==> src/logic/cr_map_pkg.sv <==
`default_nettype none

package cr_map_pkg;

    // ----------------------------------------------------------
    // Bus and field types
    // ----------------------------------------------------------
    typedef logic [31:0] cr_addr_t;
    typedef logic [31:0] cr_data_t;
    typedef logic [7:0]  seg7_t;
    typedef logic [9:0]  led_t;
    typedef logic [9:0]  switch_t;
    typedef logic [11:0] joy_t;

    // ----------------------------------------------------------
    // Register offsets
    // ----------------------------------------------------------
    // Read/write from the core
    localparam cr_addr_t CR_SEG7_0       = 32'h00;
    localparam cr_addr_t CR_SEG7_1       = 32'h04;
    localparam cr_addr_t CR_SEG7_2       = 32'h08;
    localparam cr_addr_t CR_SEG7_3       = 32'h0C;
    localparam cr_addr_t CR_SEG7_4       = 32'h10;
    localparam cr_addr_t CR_SEG7_5       = 32'h14;
    localparam cr_addr_t CR_LED          = 32'h18;
    localparam cr_addr_t CR_KBD_SCANF_EN = 32'h1C;

    // Read only, driven by the board
    localparam cr_addr_t CR_BUTTON_0     = 32'h20;
    localparam cr_addr_t CR_BUTTON_1     = 32'h24;
    localparam cr_addr_t CR_SWITCH       = 32'h28;
    localparam cr_addr_t CR_JOYSTICK_X   = 32'h2C;
    localparam cr_addr_t CR_JOYSTICK_Y   = 32'h30;

    // Keyboard status and data
    localparam cr_addr_t CR_KBD_READY    = 32'h34;
    localparam cr_addr_t CR_KBD_DATA     = 32'h38;

endpackage

`default_nettype wire

==> src/logic/kbd_pkg.sv <==
`default_nettype none

package kbd_pkg;

    // One scan code byte
    typedef logic [7:0] kbd_byte_t;

    // Start + 8 data + parity + stop
    localparam int PS2_FRAME_BITS = 11;

    // Receiver FSM
    typedef enum logic [1:0] {
        IDLE,
        SHIFT,
        CHECK
    } ps2_state_t;

endpackage

`default_nettype wire

==> src/logic/cr_mem.sv <==
`timescale 1ns/1ps
`default_nettype none

module cr_mem (
    input  logic                 clk,
    input  logic                 rst_n,
    // Core port A
    input  cr_map_pkg::cr_addr_t address,
    input  cr_map_pkg::cr_data_t data,
    input  logic                 wren,
    input  logic                 rden,
    output cr_map_pkg::cr_data_t q,
    // Fabric port B
    input  cr_map_pkg::cr_addr_t address_b,
    output cr_map_pkg::cr_data_t q_b,
    // Board inputs
    input  logic                 button_0,
    input  logic                 button_1,
    input  cr_map_pkg::switch_t  switch_in,
    input  cr_map_pkg::joy_t     joystick_x,
    input  cr_map_pkg::joy_t     joystick_y,
    // Board outputs
    output cr_map_pkg::seg7_t    seg7_0,
    output cr_map_pkg::seg7_t    seg7_1,
    output cr_map_pkg::seg7_t    seg7_2,
    output cr_map_pkg::seg7_t    seg7_3,
    output cr_map_pkg::seg7_t    seg7_4,
    output cr_map_pkg::seg7_t    seg7_5,
    output cr_map_pkg::led_t     led,
    // Keyboard queue
    input  logic                 kbd_ready,
    input  kbd_pkg::kbd_byte_t   kbd_head,
    output logic                 kbd_scanf_en,
    output logic                 kbd_pop
);

    // Read/write registers and their two reflect stages
    cr_map_pkg::seg7_t   seg_reg [6];
    cr_map_pkg::seg7_t   seg_rfl [6];
    cr_map_pkg::seg7_t   seg_pin [6];
    cr_map_pkg::led_t    led_reg;
    cr_map_pkg::led_t    led_rfl;

    // Input synchronizer stages
    logic                btn0_s1;
    logic                btn0_s2;
    logic                btn1_s1;
    logic                btn1_s2;
    cr_map_pkg::switch_t sw_s1;
    cr_map_pkg::switch_t sw_s2;
    cr_map_pkg::joy_t    joyx_s1;
    cr_map_pkg::joy_t    joyx_s2;
    cr_map_pkg::joy_t    joyy_s1;
    cr_map_pkg::joy_t    joyy_s2;

    // Keyboard status copy
    logic                kbd_rdy_r;
    kbd_pkg::kbd_byte_t  kbd_data_r;

    cr_map_pkg::cr_data_t pre_q;
    cr_map_pkg::cr_data_t pre_q_b;

    // ----------------------------------------------------------
    // Core writes
    // ----------------------------------------------------------
    always_ff @(posedge clk) begin
        if (!rst_n) begin
            for (int i = 0; i < 6; i++) begin
                seg_reg[i] <= '0;
            end
            led_reg      <= '0;
            kbd_scanf_en <= 1'b0;
        end else if (wren) begin
            case (address)
                cr_map_pkg::CR_SEG7_0:       seg_reg[0]   <= data[7:0];
                cr_map_pkg::CR_SEG7_1:       seg_reg[1]   <= data[7:0];
                cr_map_pkg::CR_SEG7_2:       seg_reg[2]   <= data[7:0];
                cr_map_pkg::CR_SEG7_3:       seg_reg[3]   <= data[7:0];
                cr_map_pkg::CR_SEG7_4:       seg_reg[4]   <= data[7:0];
                cr_map_pkg::CR_SEG7_5:       seg_reg[5]   <= data[7:0];
                cr_map_pkg::CR_LED:          led_reg      <= data[9:0];
                cr_map_pkg::CR_KBD_SCANF_EN: kbd_scanf_en <= data[0];
                // Read-only and unmapped offsets ignore writes
                default: ;
            endcase
        end
    end

    // ----------------------------------------------------------
    // Output reflect and input sync
    // ----------------------------------------------------------
    // Register -> reflect -> pin
    always_ff @(posedge clk) begin
        if (!rst_n) begin
            for (int i = 0; i < 6; i++) begin
                seg_rfl[i] <= '0;
                seg_pin[i] <= '0;
            end
            led_rfl <= '0;
            led     <= '0;
        end else begin
            seg_rfl <= seg_reg;
            seg_pin <= seg_rfl;
            led_rfl <= led_reg;
            led     <= led_rfl;
        end
    end

    assign seg7_0 = seg_pin[0];
    assign seg7_1 = seg_pin[1];
    assign seg7_2 = seg_pin[2];
    assign seg7_3 = seg_pin[3];
    assign seg7_4 = seg_pin[4];
    assign seg7_5 = seg_pin[5];

    // Pins are asynchronous to clk
    always_ff @(posedge clk) begin
        if (!rst_n) begin
            btn0_s1 <= 1'b0;
            btn0_s2 <= 1'b0;
            btn1_s1 <= 1'b0;
            btn1_s2 <= 1'b0;
            sw_s1   <= '0;
            sw_s2   <= '0;
            joyx_s1 <= '0;
            joyx_s2 <= '0;
            joyy_s1 <= '0;
            joyy_s2 <= '0;
        end else begin
            btn0_s1 <= button_0;
            btn0_s2 <= btn0_s1;
            btn1_s1 <= button_1;
            btn1_s2 <= btn1_s1;
            sw_s1   <= switch_in;
            sw_s2   <= sw_s1;
            joyx_s1 <= joystick_x;
            joyx_s2 <= joyx_s1;
            joyy_s1 <= joystick_y;
            joyy_s2 <= joyy_s1;
        end
    end

    // Keyboard status sampled every cycle
    always_ff @(posedge clk) begin
        if (!rst_n) begin
            kbd_rdy_r  <= 1'b0;
            kbd_data_r <= '0;
        end else begin
            kbd_rdy_r  <= kbd_ready;
            kbd_data_r <= kbd_head;
        end
    end

    // ----------------------------------------------------------
    // Read decode
    // ----------------------------------------------------------
    // Shared by both ports, zero extended, unmapped reads 0
    function automatic cr_map_pkg::cr_data_t read_word(input cr_map_pkg::cr_addr_t addr);
        cr_map_pkg::cr_data_t word;
        word = '0;
        case (addr)
            cr_map_pkg::CR_SEG7_0:       word = {24'b0, seg_reg[0]};
            cr_map_pkg::CR_SEG7_1:       word = {24'b0, seg_reg[1]};
            cr_map_pkg::CR_SEG7_2:       word = {24'b0, seg_reg[2]};
            cr_map_pkg::CR_SEG7_3:       word = {24'b0, seg_reg[3]};
            cr_map_pkg::CR_SEG7_4:       word = {24'b0, seg_reg[4]};
            cr_map_pkg::CR_SEG7_5:       word = {24'b0, seg_reg[5]};
            cr_map_pkg::CR_LED:          word = {22'b0, led_reg};
            cr_map_pkg::CR_KBD_SCANF_EN: word = {31'b0, kbd_scanf_en};
            cr_map_pkg::CR_BUTTON_0:     word = {31'b0, btn0_s2};
            cr_map_pkg::CR_BUTTON_1:     word = {31'b0, btn1_s2};
            cr_map_pkg::CR_SWITCH:       word = {22'b0, sw_s2};
            cr_map_pkg::CR_JOYSTICK_X:   word = {20'b0, joyx_s2};
            cr_map_pkg::CR_JOYSTICK_Y:   word = {20'b0, joyy_s2};
            cr_map_pkg::CR_KBD_READY:    word = {31'b0, kbd_rdy_r};
            cr_map_pkg::CR_KBD_DATA:     word = {24'b0, kbd_data_r};
            default:                     word = '0;
        endcase
        return word;
    endfunction

    // Port A needs rden, port B reads every cycle
    always_comb begin
        pre_q   = rden ? read_word(address) : '0;
        pre_q_b = read_word(address_b);
    end

    always_ff @(posedge clk) begin
        if (!rst_n) begin
            q   <= '0;
            q_b <= '0;
        end else begin
            q   <= pre_q;
            q_b <= pre_q_b;
        end
    end

    // Reading the data register consumes the head byte
    assign kbd_pop = rden && (address == cr_map_pkg::CR_KBD_DATA);

endmodule

`default_nettype wire

==> src/logic/cr_subsystem_top.sv <==
`timescale 1ns/1ps
`default_nettype none

module cr_subsystem_top #(
    parameter int FIFO_DEPTH = 8
) (
    input  logic                 clk,
    input  logic                 rst_n,
    // Core port A
    input  cr_map_pkg::cr_addr_t address,
    input  cr_map_pkg::cr_data_t data,
    input  logic                 wren,
    input  logic                 rden,
    output cr_map_pkg::cr_data_t q,
    // Fabric port B
    input  cr_map_pkg::cr_addr_t address_b,
    output cr_map_pkg::cr_data_t q_b,
    // FPGA pins
    input  logic                 button_0,
    input  logic                 button_1,
    input  cr_map_pkg::switch_t  switch_in,
    input  cr_map_pkg::joy_t     joystick_x,
    input  cr_map_pkg::joy_t     joystick_y,
    output cr_map_pkg::seg7_t    seg7_0,
    output cr_map_pkg::seg7_t    seg7_1,
    output cr_map_pkg::seg7_t    seg7_2,
    output cr_map_pkg::seg7_t    seg7_3,
    output cr_map_pkg::seg7_t    seg7_4,
    output cr_map_pkg::seg7_t    seg7_5,
    output cr_map_pkg::led_t     led,
    // PS/2 lines
    input  logic                 kbd_clk,
    input  logic                 kbd_dat
);

    // Receiver to FIFO
    logic               push;
    kbd_pkg::kbd_byte_t push_byte;
    // FIFO to and from the register block
    logic               kbd_ready;
    kbd_pkg::kbd_byte_t kbd_head;
    logic               kbd_pop;
    logic               kbd_scanf_en;

    // ----------------------------------------------------------
    // Keyboard path
    // ----------------------------------------------------------
    kbd_ps2_rx u_ps2_rx (
        .clk          (clk),
        .rst_n        (rst_n),
        .kbd_clk      (kbd_clk),
        .kbd_dat      (kbd_dat),
        .kbd_scanf_en (kbd_scanf_en),
        .push         (push),
        .push_byte    (push_byte)
    );

    kbd_fifo #(
        .FIFO_DEPTH (FIFO_DEPTH)
    ) u_kbd_fifo (
        .clk       (clk),
        .rst_n     (rst_n),
        .push      (push),
        .push_byte (push_byte),
        .kbd_pop   (kbd_pop),
        .kbd_ready (kbd_ready),
        .kbd_head  (kbd_head)
    );

    // ----------------------------------------------------------
    // Register block
    // ----------------------------------------------------------
    cr_mem u_cr_mem (
        .clk          (clk),
        .rst_n        (rst_n),
        .address      (address),
        .data         (data),
        .wren         (wren),
        .rden         (rden),
        .q            (q),
        .address_b    (address_b),
        .q_b          (q_b),
        .button_0     (button_0),
        .button_1     (button_1),
        .switch_in    (switch_in),
        .joystick_x   (joystick_x),
        .joystick_y   (joystick_y),
        .seg7_0       (seg7_0),
        .seg7_1       (seg7_1),
        .seg7_2       (seg7_2),
        .seg7_3       (seg7_3),
        .seg7_4       (seg7_4),
        .seg7_5       (seg7_5),
        .led          (led),
        .kbd_ready    (kbd_ready),
        .kbd_head     (kbd_head),
        .kbd_scanf_en (kbd_scanf_en),
        .kbd_pop      (kbd_pop)
    );

endmodule

`default_nettype wire

==> src/logic/kbd_fifo.sv <==
`timescale 1ns/1ps
`default_nettype none

module kbd_fifo #(
    parameter int FIFO_DEPTH = 8
) (
    input  logic               clk,
    input  logic               rst_n,
    input  logic               push,
    input  kbd_pkg::kbd_byte_t push_byte,
    input  logic               kbd_pop,
    output logic               kbd_ready,
    output kbd_pkg::kbd_byte_t kbd_head
);

    localparam int PTR_W = $clog2(FIFO_DEPTH);

    kbd_pkg::kbd_byte_t mem [FIFO_DEPTH];
    logic [PTR_W-1:0]   wr_ptr;
    logic [PTR_W-1:0]   rd_ptr;
    // One extra bit so a full queue is distinct from empty
    logic [PTR_W:0]     count;
    logic               full;
    logic               do_push;
    logic               do_pop;

    assign full      = (count == (PTR_W + 1)'(FIFO_DEPTH));
    assign kbd_ready = (count != '0);

    // Push into full and pop of empty are both ignored
    assign do_push = push & ~full;
    assign do_pop  = kbd_pop & kbd_ready;

    // ----------------------------------------------------------
    // Storage
    // ----------------------------------------------------------
    always_ff @(posedge clk) begin
        if (do_push) begin
            mem[wr_ptr] <= push_byte;
        end
    end

    // Fall-through head
    assign kbd_head = mem[rd_ptr];

    // ----------------------------------------------------------
    // Pointers and occupancy
    // ----------------------------------------------------------
    // Depth is a power of two so pointers wrap by themselves
    always_ff @(posedge clk) begin
        if (!rst_n) begin
            wr_ptr <= '0;
            rd_ptr <= '0;
            count  <= '0;
        end else begin
            if (do_push) begin
                wr_ptr <= wr_ptr + 1'b1;
            end
            if (do_pop) begin
                rd_ptr <= rd_ptr + 1'b1;
            end
            // Simultaneous push and pop leaves count unchanged
            case ({do_push, do_pop})
                2'b10:   count <= count + 1'b1;
                2'b01:   count <= count - 1'b1;
                default: count <= count;
            endcase
        end
    end

endmodule

`default_nettype wire

==> src/logic/kbd_ps2_rx.sv <==
`timescale 1ns/1ps
`default_nettype none

module kbd_ps2_rx (
    input  logic               clk,
    input  logic               rst_n,
    input  logic               kbd_clk,
    input  logic               kbd_dat,
    input  logic               kbd_scanf_en,
    output logic               push,
    output kbd_pkg::kbd_byte_t push_byte
);

    localparam int FB    = kbd_pkg::PS2_FRAME_BITS;
    localparam int CNT_W = $clog2(FB + 1);

    // Two sync flops plus one history flop on the PS/2 clock
    logic [2:0]          clk_sync;
    logic [1:0]          dat_sync;
    logic                clk_fall;

    kbd_pkg::ps2_state_t state;
    logic [CNT_W-1:0]    bit_cnt;
    logic [FB-1:0]       frame;
    logic                frame_ok;
    logic                push_pend;

    // ----------------------------------------------------------
    // Line synchronizers
    // ----------------------------------------------------------
    // Idle PS/2 lines sit high
    always_ff @(posedge clk) begin
        if (!rst_n) begin
            clk_sync <= '1;
            dat_sync <= '1;
        end else begin
            clk_sync <= {clk_sync[1:0], kbd_clk};
            dat_sync <= {dat_sync[0], kbd_dat};
        end
    end

    // Data changes on the rising edge and is sampled on the falling one
    assign clk_fall = clk_sync[2] & ~clk_sync[1];

    // ----------------------------------------------------------
    // Frame shifter
    // ----------------------------------------------------------
    // LSB first, so the start bit ends up in frame[0]
    always_ff @(posedge clk) begin
        if (clk_fall && (state != kbd_pkg::CHECK)) begin
            frame <= {dat_sync[1], frame[FB-1:1]};
        end
    end

    // Start low, stop high, odd parity over data and parity bit
    assign frame_ok = ~frame[0] & frame[FB-1] & (^frame[FB-2:1]);

    // ----------------------------------------------------------
    // Receiver FSM
    // ----------------------------------------------------------
    always_ff @(posedge clk) begin
        if (!rst_n) begin
            state     <= kbd_pkg::IDLE;
            bit_cnt   <= '0;
            push_pend <= 1'b0;
        end else begin
            push_pend <= 1'b0;
            case (state)
                kbd_pkg::IDLE: begin
                    // First falling edge carries the start bit
                    if (clk_fall) begin
                        bit_cnt <= CNT_W'(1);
                        state   <= kbd_pkg::SHIFT;
                    end
                end
                kbd_pkg::SHIFT: begin
                    if (clk_fall) begin
                        bit_cnt <= bit_cnt + 1'b1;
                        // This edge samples the stop bit
                        if (bit_cnt == CNT_W'(FB - 1)) begin
                            state <= kbd_pkg::CHECK;
                        end
                    end
                end
                kbd_pkg::CHECK: begin
                    // Bad frames and frames finishing with scan off just fall back to idle
                    push_pend <= frame_ok & kbd_scanf_en;
                    state     <= kbd_pkg::IDLE;
                end
                default: state <= kbd_pkg::IDLE;
            endcase
        end
    end

    // Byte held stable for the push cycle
    always_ff @(posedge clk) begin
        if (state == kbd_pkg::CHECK) begin
            push_byte <= frame[8:1];
        end
    end

    // One-cycle push strobe
    assign push = push_pend;

endmodule

`default_nettype wire

==> config.mk <==
export PLATFORM = sky130hd
export DESIGN_NAME = cr_subsystem_top
export DESIGN_NICKNAME = d
export VERILOG_FILES = /design/src/logic/cr_map_pkg.sv /design/src/logic/kbd_pkg.sv /design/src/logic/cr_mem.sv /design/src/logic/cr_subsystem_top.sv /design/src/logic/kbd_fifo.sv /design/src/logic/kbd_ps2_rx.sv
export SDC_FILE = /design/constraint.sdc
export NUM_CORES = 1
export LEC_CHECK = 0
export ABC_AREA = 1
export BUFFER_PORTS_ARGS = -buffer_cell sky130_fd_sc_hd__buf_2
export CAP_MARGIN = 25
export CORE_MARGIN = 1.5
export CORE_UTILIZATION = 45
export CTS_BUF_LIST = sky130_fd_sc_hd__clkbuf_8
export DETAILED_ROUTE_END_ITERATION = 10
export PLACE_DENSITY = 0.66
export SLEW_MARGIN = 10
export SYNTH_ARGS = -nofsm -noshare
export SYNTH_HDL_FRONTEND = slang
export SYNTH_HIERARCHICAL = 1
export SYNTH_SLANG_ARGS = --single-unit
==> constraint.sdc <==
create_clock -name clk -period 3.9 [get_ports clk]
set_input_delay 1.17 -clock clk [delete_from_list [all_inputs] [get_ports clk]]
set_output_delay 1.17 -clock clk [all_outputs]
set_load 0.02 [all_outputs]
## After elaboration in Yosys (flattened, before gate mapping)

Memory sizes are Yosys's and may differ from the RTL's. A register that Yosys moved wholly into a read port is not among the register bits.
Index checks and enable logic that the tools add are counted.

| cells by class | value |
|---|---|
| reductions and logical operators | 22 |
| equality and inequality tests | 38 |
| muxes and demuxes | 12 |
| $add $sub $neg | 5 |
| bitwise operators | 9 |

Operators with widths:

| cell | number |
|---|---|
| == test 32 x 6 -> 1 bit, second input constant | 14 |
| case mux 12 bit (15 select lines) | 2 |
| == test 32 x 5 -> 1 bit, second input constant | 8 |
| == test 32 x 4 -> 1 bit, second input constant | 4 |
| == test 32 x 3 -> 1 bit, second input constant | 2 |
| logical NOT 32 bit | 2 |
| AND reduction 2 bit | 10 |
| case mux 4 bit (2 select lines) | 2 |
| XOR reduction 9 bit | 1 |
| adder 4 x 1 -> 4 bit, second input constant | 2 |
| == test 4 bit, second input constant | 2 |
| 2-to-1 mux 4 bit | 2 |
| adder 3 x 1 -> 3 bit, second input constant | 2 |
| bitwise AND 1 bit | 6 |
| 2-to-1 mux 2 bit | 3 |
| inequality test 2 x 1 -> 1 bit, second input constant | 3 |
| AND reduction 3 bit | 2 |
| == test 2 x 1 -> 1 bit, second input constant | 2 |
| == test 2 bit, second input constant | 2 |
| case mux 2 bit (2 select lines) | 1 |
| nonzero test 2 bit | 2 |
| nonzero test 4 bit | 1 |
| subtractor 4 x 1 -> 4 bit, second input constant | 1 |
| NOT 1 bit | 3 |
| 5 further kinds | 7 |

| word-level totals | value |
|---|---|
| bits in registers | 353 |
| memory bits (writable) | 64 |
| input bits | 138 |
| memories kept | 1 |
| word-level logic and storage cells | 132 |
| output and inout port bits | 122 |

Memories:

| memory | depth | bits a word | rd ports | clocked after Yosys merged registers in | write ports | line | text |
|---|---|---|---|---|---|---|---|
| u_kbd_fifo.mem | 8 | 8 | 1 | 1 | 1 | kbd_fifo.sv:18 | `kbd_pkg::kbd_byte_t mem [FIFO_DEPTH];` |

## Depth between registers and ports, before layout

| logic depth | value |
|---|---|
| depth in word-level cells | 5 |
| depth in mapped cells | 18 |
| depth with buffers taken out | 18 |

## Cells and area by module

The synthesis kept the hierarchy.

Modules (own cells, without submodules):

| module | cells each | seq. area each (um^2) | area each (um^2) | instances |
|---|---|---|---|---|
| cr_mem | 1603 | 5605.4 | 11365.9 | 1 |
| kbd_fifo | 274 | 2182.1 | 3180.6 | 1 |
| kbd_ps2_rx | 108 | 810.8 | 1188.6 | 1 |

## Worst setup path before layout

OpenSTA, ideal clock, no wires.

| timing path | value |
|---|---|
| path type | input port to flip-flop |
| start point | in address[31] |
| end point | reg u_kbd_fifo.count[2] |
| buffers on the path | 1 |
| data arrival time | 3.050 ns |
| stages | 17 |
| slack | 0.734 ns |
| data required time | 3.785 ns |
| cell sequence | nor2_1 nand2_1 nor2_2 nand2_4 buf_6 nor3b_1 nand2_1 inv_2 ha_1 nand2_1 inv_1 nor2_1 ha_1 a21oi_1 xnor2_1 o21ai_0 inv_1 |

| on the way | value |
|---|---|
| word-level cells in the longest chain between the ends | 5 |
| elaborated cells on any way between the ends | 7 |
| those cells by class | 3 x eq/ne; 1 x mux; 1 x bitwise; 2 x reduce/logical |

RTL lines:

| item | line | text |
|---|---|---|
| start, declared | cr_subsystem_top.sv:10 | `input cr_map_pkg::cr_addr_t address,` |
| == test 32 x 6 -> 1 bit (*) | cr_mem.sv:199 | `assign kbd_pop = rden && (address == cr_map_pkg::CR_KBD_DATA);` |
| logical AND 1 bit (*) | cr_mem.sv:199 |  |
| named net kbd_pop | cr_subsystem_top.sv:42 | `logic kbd_pop;` |
| bitwise AND 1 bit (*) | kbd_fifo.sv:32 | `assign do_pop = kbd_pop & kbd_ready;` |
| named net u_kbd_fifo.do_pop | kbd_fifo.sv:25 | `logic do_pop;` |
| == test 2 x 1 -> 1 bit or == test 2 bit (tied branches) | kbd_fifo.sv:63 | `case ({do_push, do_pop})` |
| case mux 4 bit (2 select lines) or nonzero test 2 bit (tied branches) | - |  |
| end signal, assigned | kbd_fifo.sv:64 | `2'b10: count <= count + 1'b1;` |
| end signal, assigned | kbd_fifo.sv:65 | `2'b01: count <= count - 1'b1;` |
| end signal, assigned | kbd_fifo.sv:66 | `default: count <= count;` |
| end, declared | kbd_fifo.sv:22 | `logic [PTR_W:0] count;` |

Mark *: on every way through the listed nets, which the timed path passes. The rest lies on a longest branch.
A chain may end at the register's enable or synchronous reset.

## Final worst setup path

| timing path | value |
|---|---|
| start point | in address[1] |
| end point | reg u_kbd_fifo.count[2] |

Same word-level chain as after synthesis.

==> flow_summary.toml <==
[final_layout]
syn2layout_area_growth_pct = 16.5
fillCellCount = 3288
drive_above_1_share = 0.168
nets = 2349
largest_reg_flops = 64
final_cells = 2713
fin_area_um2 = 18300

[drt]
ant_nets = 0
wl_met3_mm = 3.46
num_vias = 12737
wl_met2_mm = 17.9
drt_pass1_iterations = 5
routed_wl_mm = 40.3
route.detailed.drc = 0
wl_per_cell_um = 14.8
vias_per_cell = 4.69
top_layer = "met5"
drt-met1-wl_mm = 17.7
drt_iter0_markers = 1002

[timing]
rsz0062_at_grt = "false"
hold_violations = 0
drv_slew = 0
setup_viol = 0
worst_slew_pin_slew_ps = 1010
clock_skew_ps = 40.8
slew_headroom = 0.321
fin_crit_ps = 2870
finalWorstSetupSlack_ps = 1030
fmax_ghz = 0.348
fin_crit_sh = 0.737
fin_tns_setup_ps = 0

[cts]
htreeDepth = 2
hold_buffers = 0
root_buffer = "clkbuf_8"
cts.sinks = 388
post-cts-setup-buffers = 0
cts.clk_slew.worst_paths_ps = 60
cts_resized = 0
clkLatencyLatePin_ps = 640
clockBufferDepth = 3
cts_tree = "done"
cts_buffers = 61

[global_route]
grt_max_degree = 97
grt_pass1_wl_mm = 62.5
grt_usage = 0.223
antenna_found_initial = 1
grt_pass1_vias = 11777
overflow = 0

[placement]
place_area_um2 = 17000
pre_cts_ws_ps = 442
gp_congestion = 0.933
place_hpwl_mm = 29.3
dpl.cell_count = 2595
portBuffers = 197

[hold_path]
min_path_type = "flop to flop"
holdCritStartpoint = "u_ps2_rx/dat_sync[1]$_SDFF_PN1_"
hold_depth = 0

[worst_setup_path]
rr_worst_depth = 6
critical_path_class = "input port to flop"
setup.worst_path.end_class = "flop"
start_kind = "input port"
critPathArrivalTime_ps = 3380
startpoint = "address[1]"
cp_max_fo = 7
crit_required_ps = 4400
r2r_start = "u_kbd_fifo/count[1]$_SDFFE_PN0P_"

[yosys]
synth_area_um2 = 15700
synth-seq-area-share = 0.546
synth_cell_types = 36
synth_seq_cells = 388
netlist_instances = 1985
yosysWarnings = 6
avgSynthCellArea_um2 = 7.93

[power]
p_int_uw = 6300
seq_power_share = 0.514
power.total_uw = 8090
power_leakage_uw = 0.00983
clkPwrFrac = 0.453
power.share.combinational = 0.033
ir_drop_mv = 0.350
switching_share = 0.221
p_switching_uw = 1790
p_per_area_nw_per_um2 = 441

[floorplan]
fp.dieW_um = 190
die_y_um = 190
rows = 68
coreArea_um2 = 34500
dieArea_um2 = 36100
start_util = 0.457
io_pins = 260

[outcome]
status = "complete, no violations"

[job]
cap_violations = 0
cell usage after synthesis, drive strengths merged:
library cell | instances | area, µm²
xor2 | 2 | 17.5
clkinv | 2 | 10.0
clkbuf | 27 | 105
a21oi | 20 | 100
nand3 | 137 | 686
nor3b | 1 | 7.51
or2 | 4 | 25.0
o22ai | 18 | 113
nor2 | 342 | 1540
mux2i | 8 | 80.1
o21ai | 103 | 516
ha | 7 | 87.6
xnor2 | 5 | 43.8
nand3b | 1 | 7.51
dfxtp | 305 | 6110
and2 | 1 | 6.26
inv | 315 | 1180
a31oi | 1 | 6.26
conb | 1 | 3.75
nand4 | 1 | 6.26
edfxtp | 83 | 2490
and3 | 4 | 25.0
nand2 | 525 | 2030
nor3 | 4 | 20.0
buf | 68 | 522
path summary, 6_finish.rpt:
check	to	slack, ps
min reg2reg	u_ps2_rx/frame[10]$_DFFE_PP_	410
max	u_kbd_fifo/count[2]$_SDFFE_PN0P_	1030
min	u_ps2_rx/frame[10]$_DFFE_PP_	410
max reg2reg	u_kbd_fifo/mem[7][7]$_DFFE_PP_	1820
critical path, stage by stage:
cell	delay (ps)
buf_2	100
nor2_1	260
nand2_1	150
nor2_1	110
nand2_1	110
nor3b_1	190
nand2_1	130
inv_2	140
ha_1	230
nand2_1	70
inv_1	70
nor2_1	50
ha_1	170
a21oi_1	140
xnor2_1	90
o21ai_0	150
inv_1	50
layout make-up:
type,count,area (µm²),area share
Timing Repair Buffer,212,1140,0.0620
Tap cell,455,569,0.0311
Multi-Input combinational cell,1224,5470,0.298
Antenna cell,1,2.50,0.000136
Inverter,317,1190,0.0650
Sequential cell,388,8600,0.469
Clock inverter,38,292,0.0159
Clock buffer,78,1070,0.0586
routing by layer:
layer	up-vias	track usage
met2	487	0.351
met1	5728	0.299
met4	2	0.0882
li1	6440	-
met5	-	0
met3	80	0.0494
placed cells by master (no fill, tap or decap), types with 13 or more instances in the layout:
cell      synthesis  final
nand2_1         512    512
inv_1           303    316
nor2_1          308    308
dfxtp_1         305    305
buf_2             6    196
nand3_1         137    137
o21ai_0          85     85
edfxtp_1         83     83
clkbuf_8          0     78
conb_1            1     40
a21oi_1          20     20
o22ai_1          18     18
o21ai_1          18     18
clkinv_2          2     17
nor2_2           14     13
nor2_4           12     13
stage by stage:
| step | utilization | hold WS [ps] |
|---|---|---|
| after floorplan | - | 386 |
| after global placement | 0.492 | 392 |
| after detailed placement | 0.492 | 398 |
| after CTS | 0.532 | 412 |
| after global routing | 0.532 | 419 |
| final | 0.532 | 408 |
power groups by stage:
stage	registers, µW	logic (µW)	clock network [µW]
4_1_cts	4160	263	3770
5_1_grt	4160	299	3950
2_1_floorplan	4240	186	0
3_5_place_dp	4240	263	0
3_3_place_gp	4240	258	0
6_report	4160	264	3670
cells by family (layout without fill, tap and decap cells):
kind of cell               Yosys count  after routing  share of synthesized area
buffers and inverters              412            645                      0.116
muxes                                8              8                    0.00509
other                                1             41                   0.000238
AOI/OAI and AO/OA                  142            142                     0.0467
and+or+nand+nor                   1020           1020                      0.276
xor gates and xnor gates             7              7                    0.00390
DFF                                388            388                      0.546
adders and majority gates            7              7                    0.00557
Power figures use the tool's default switching activity.
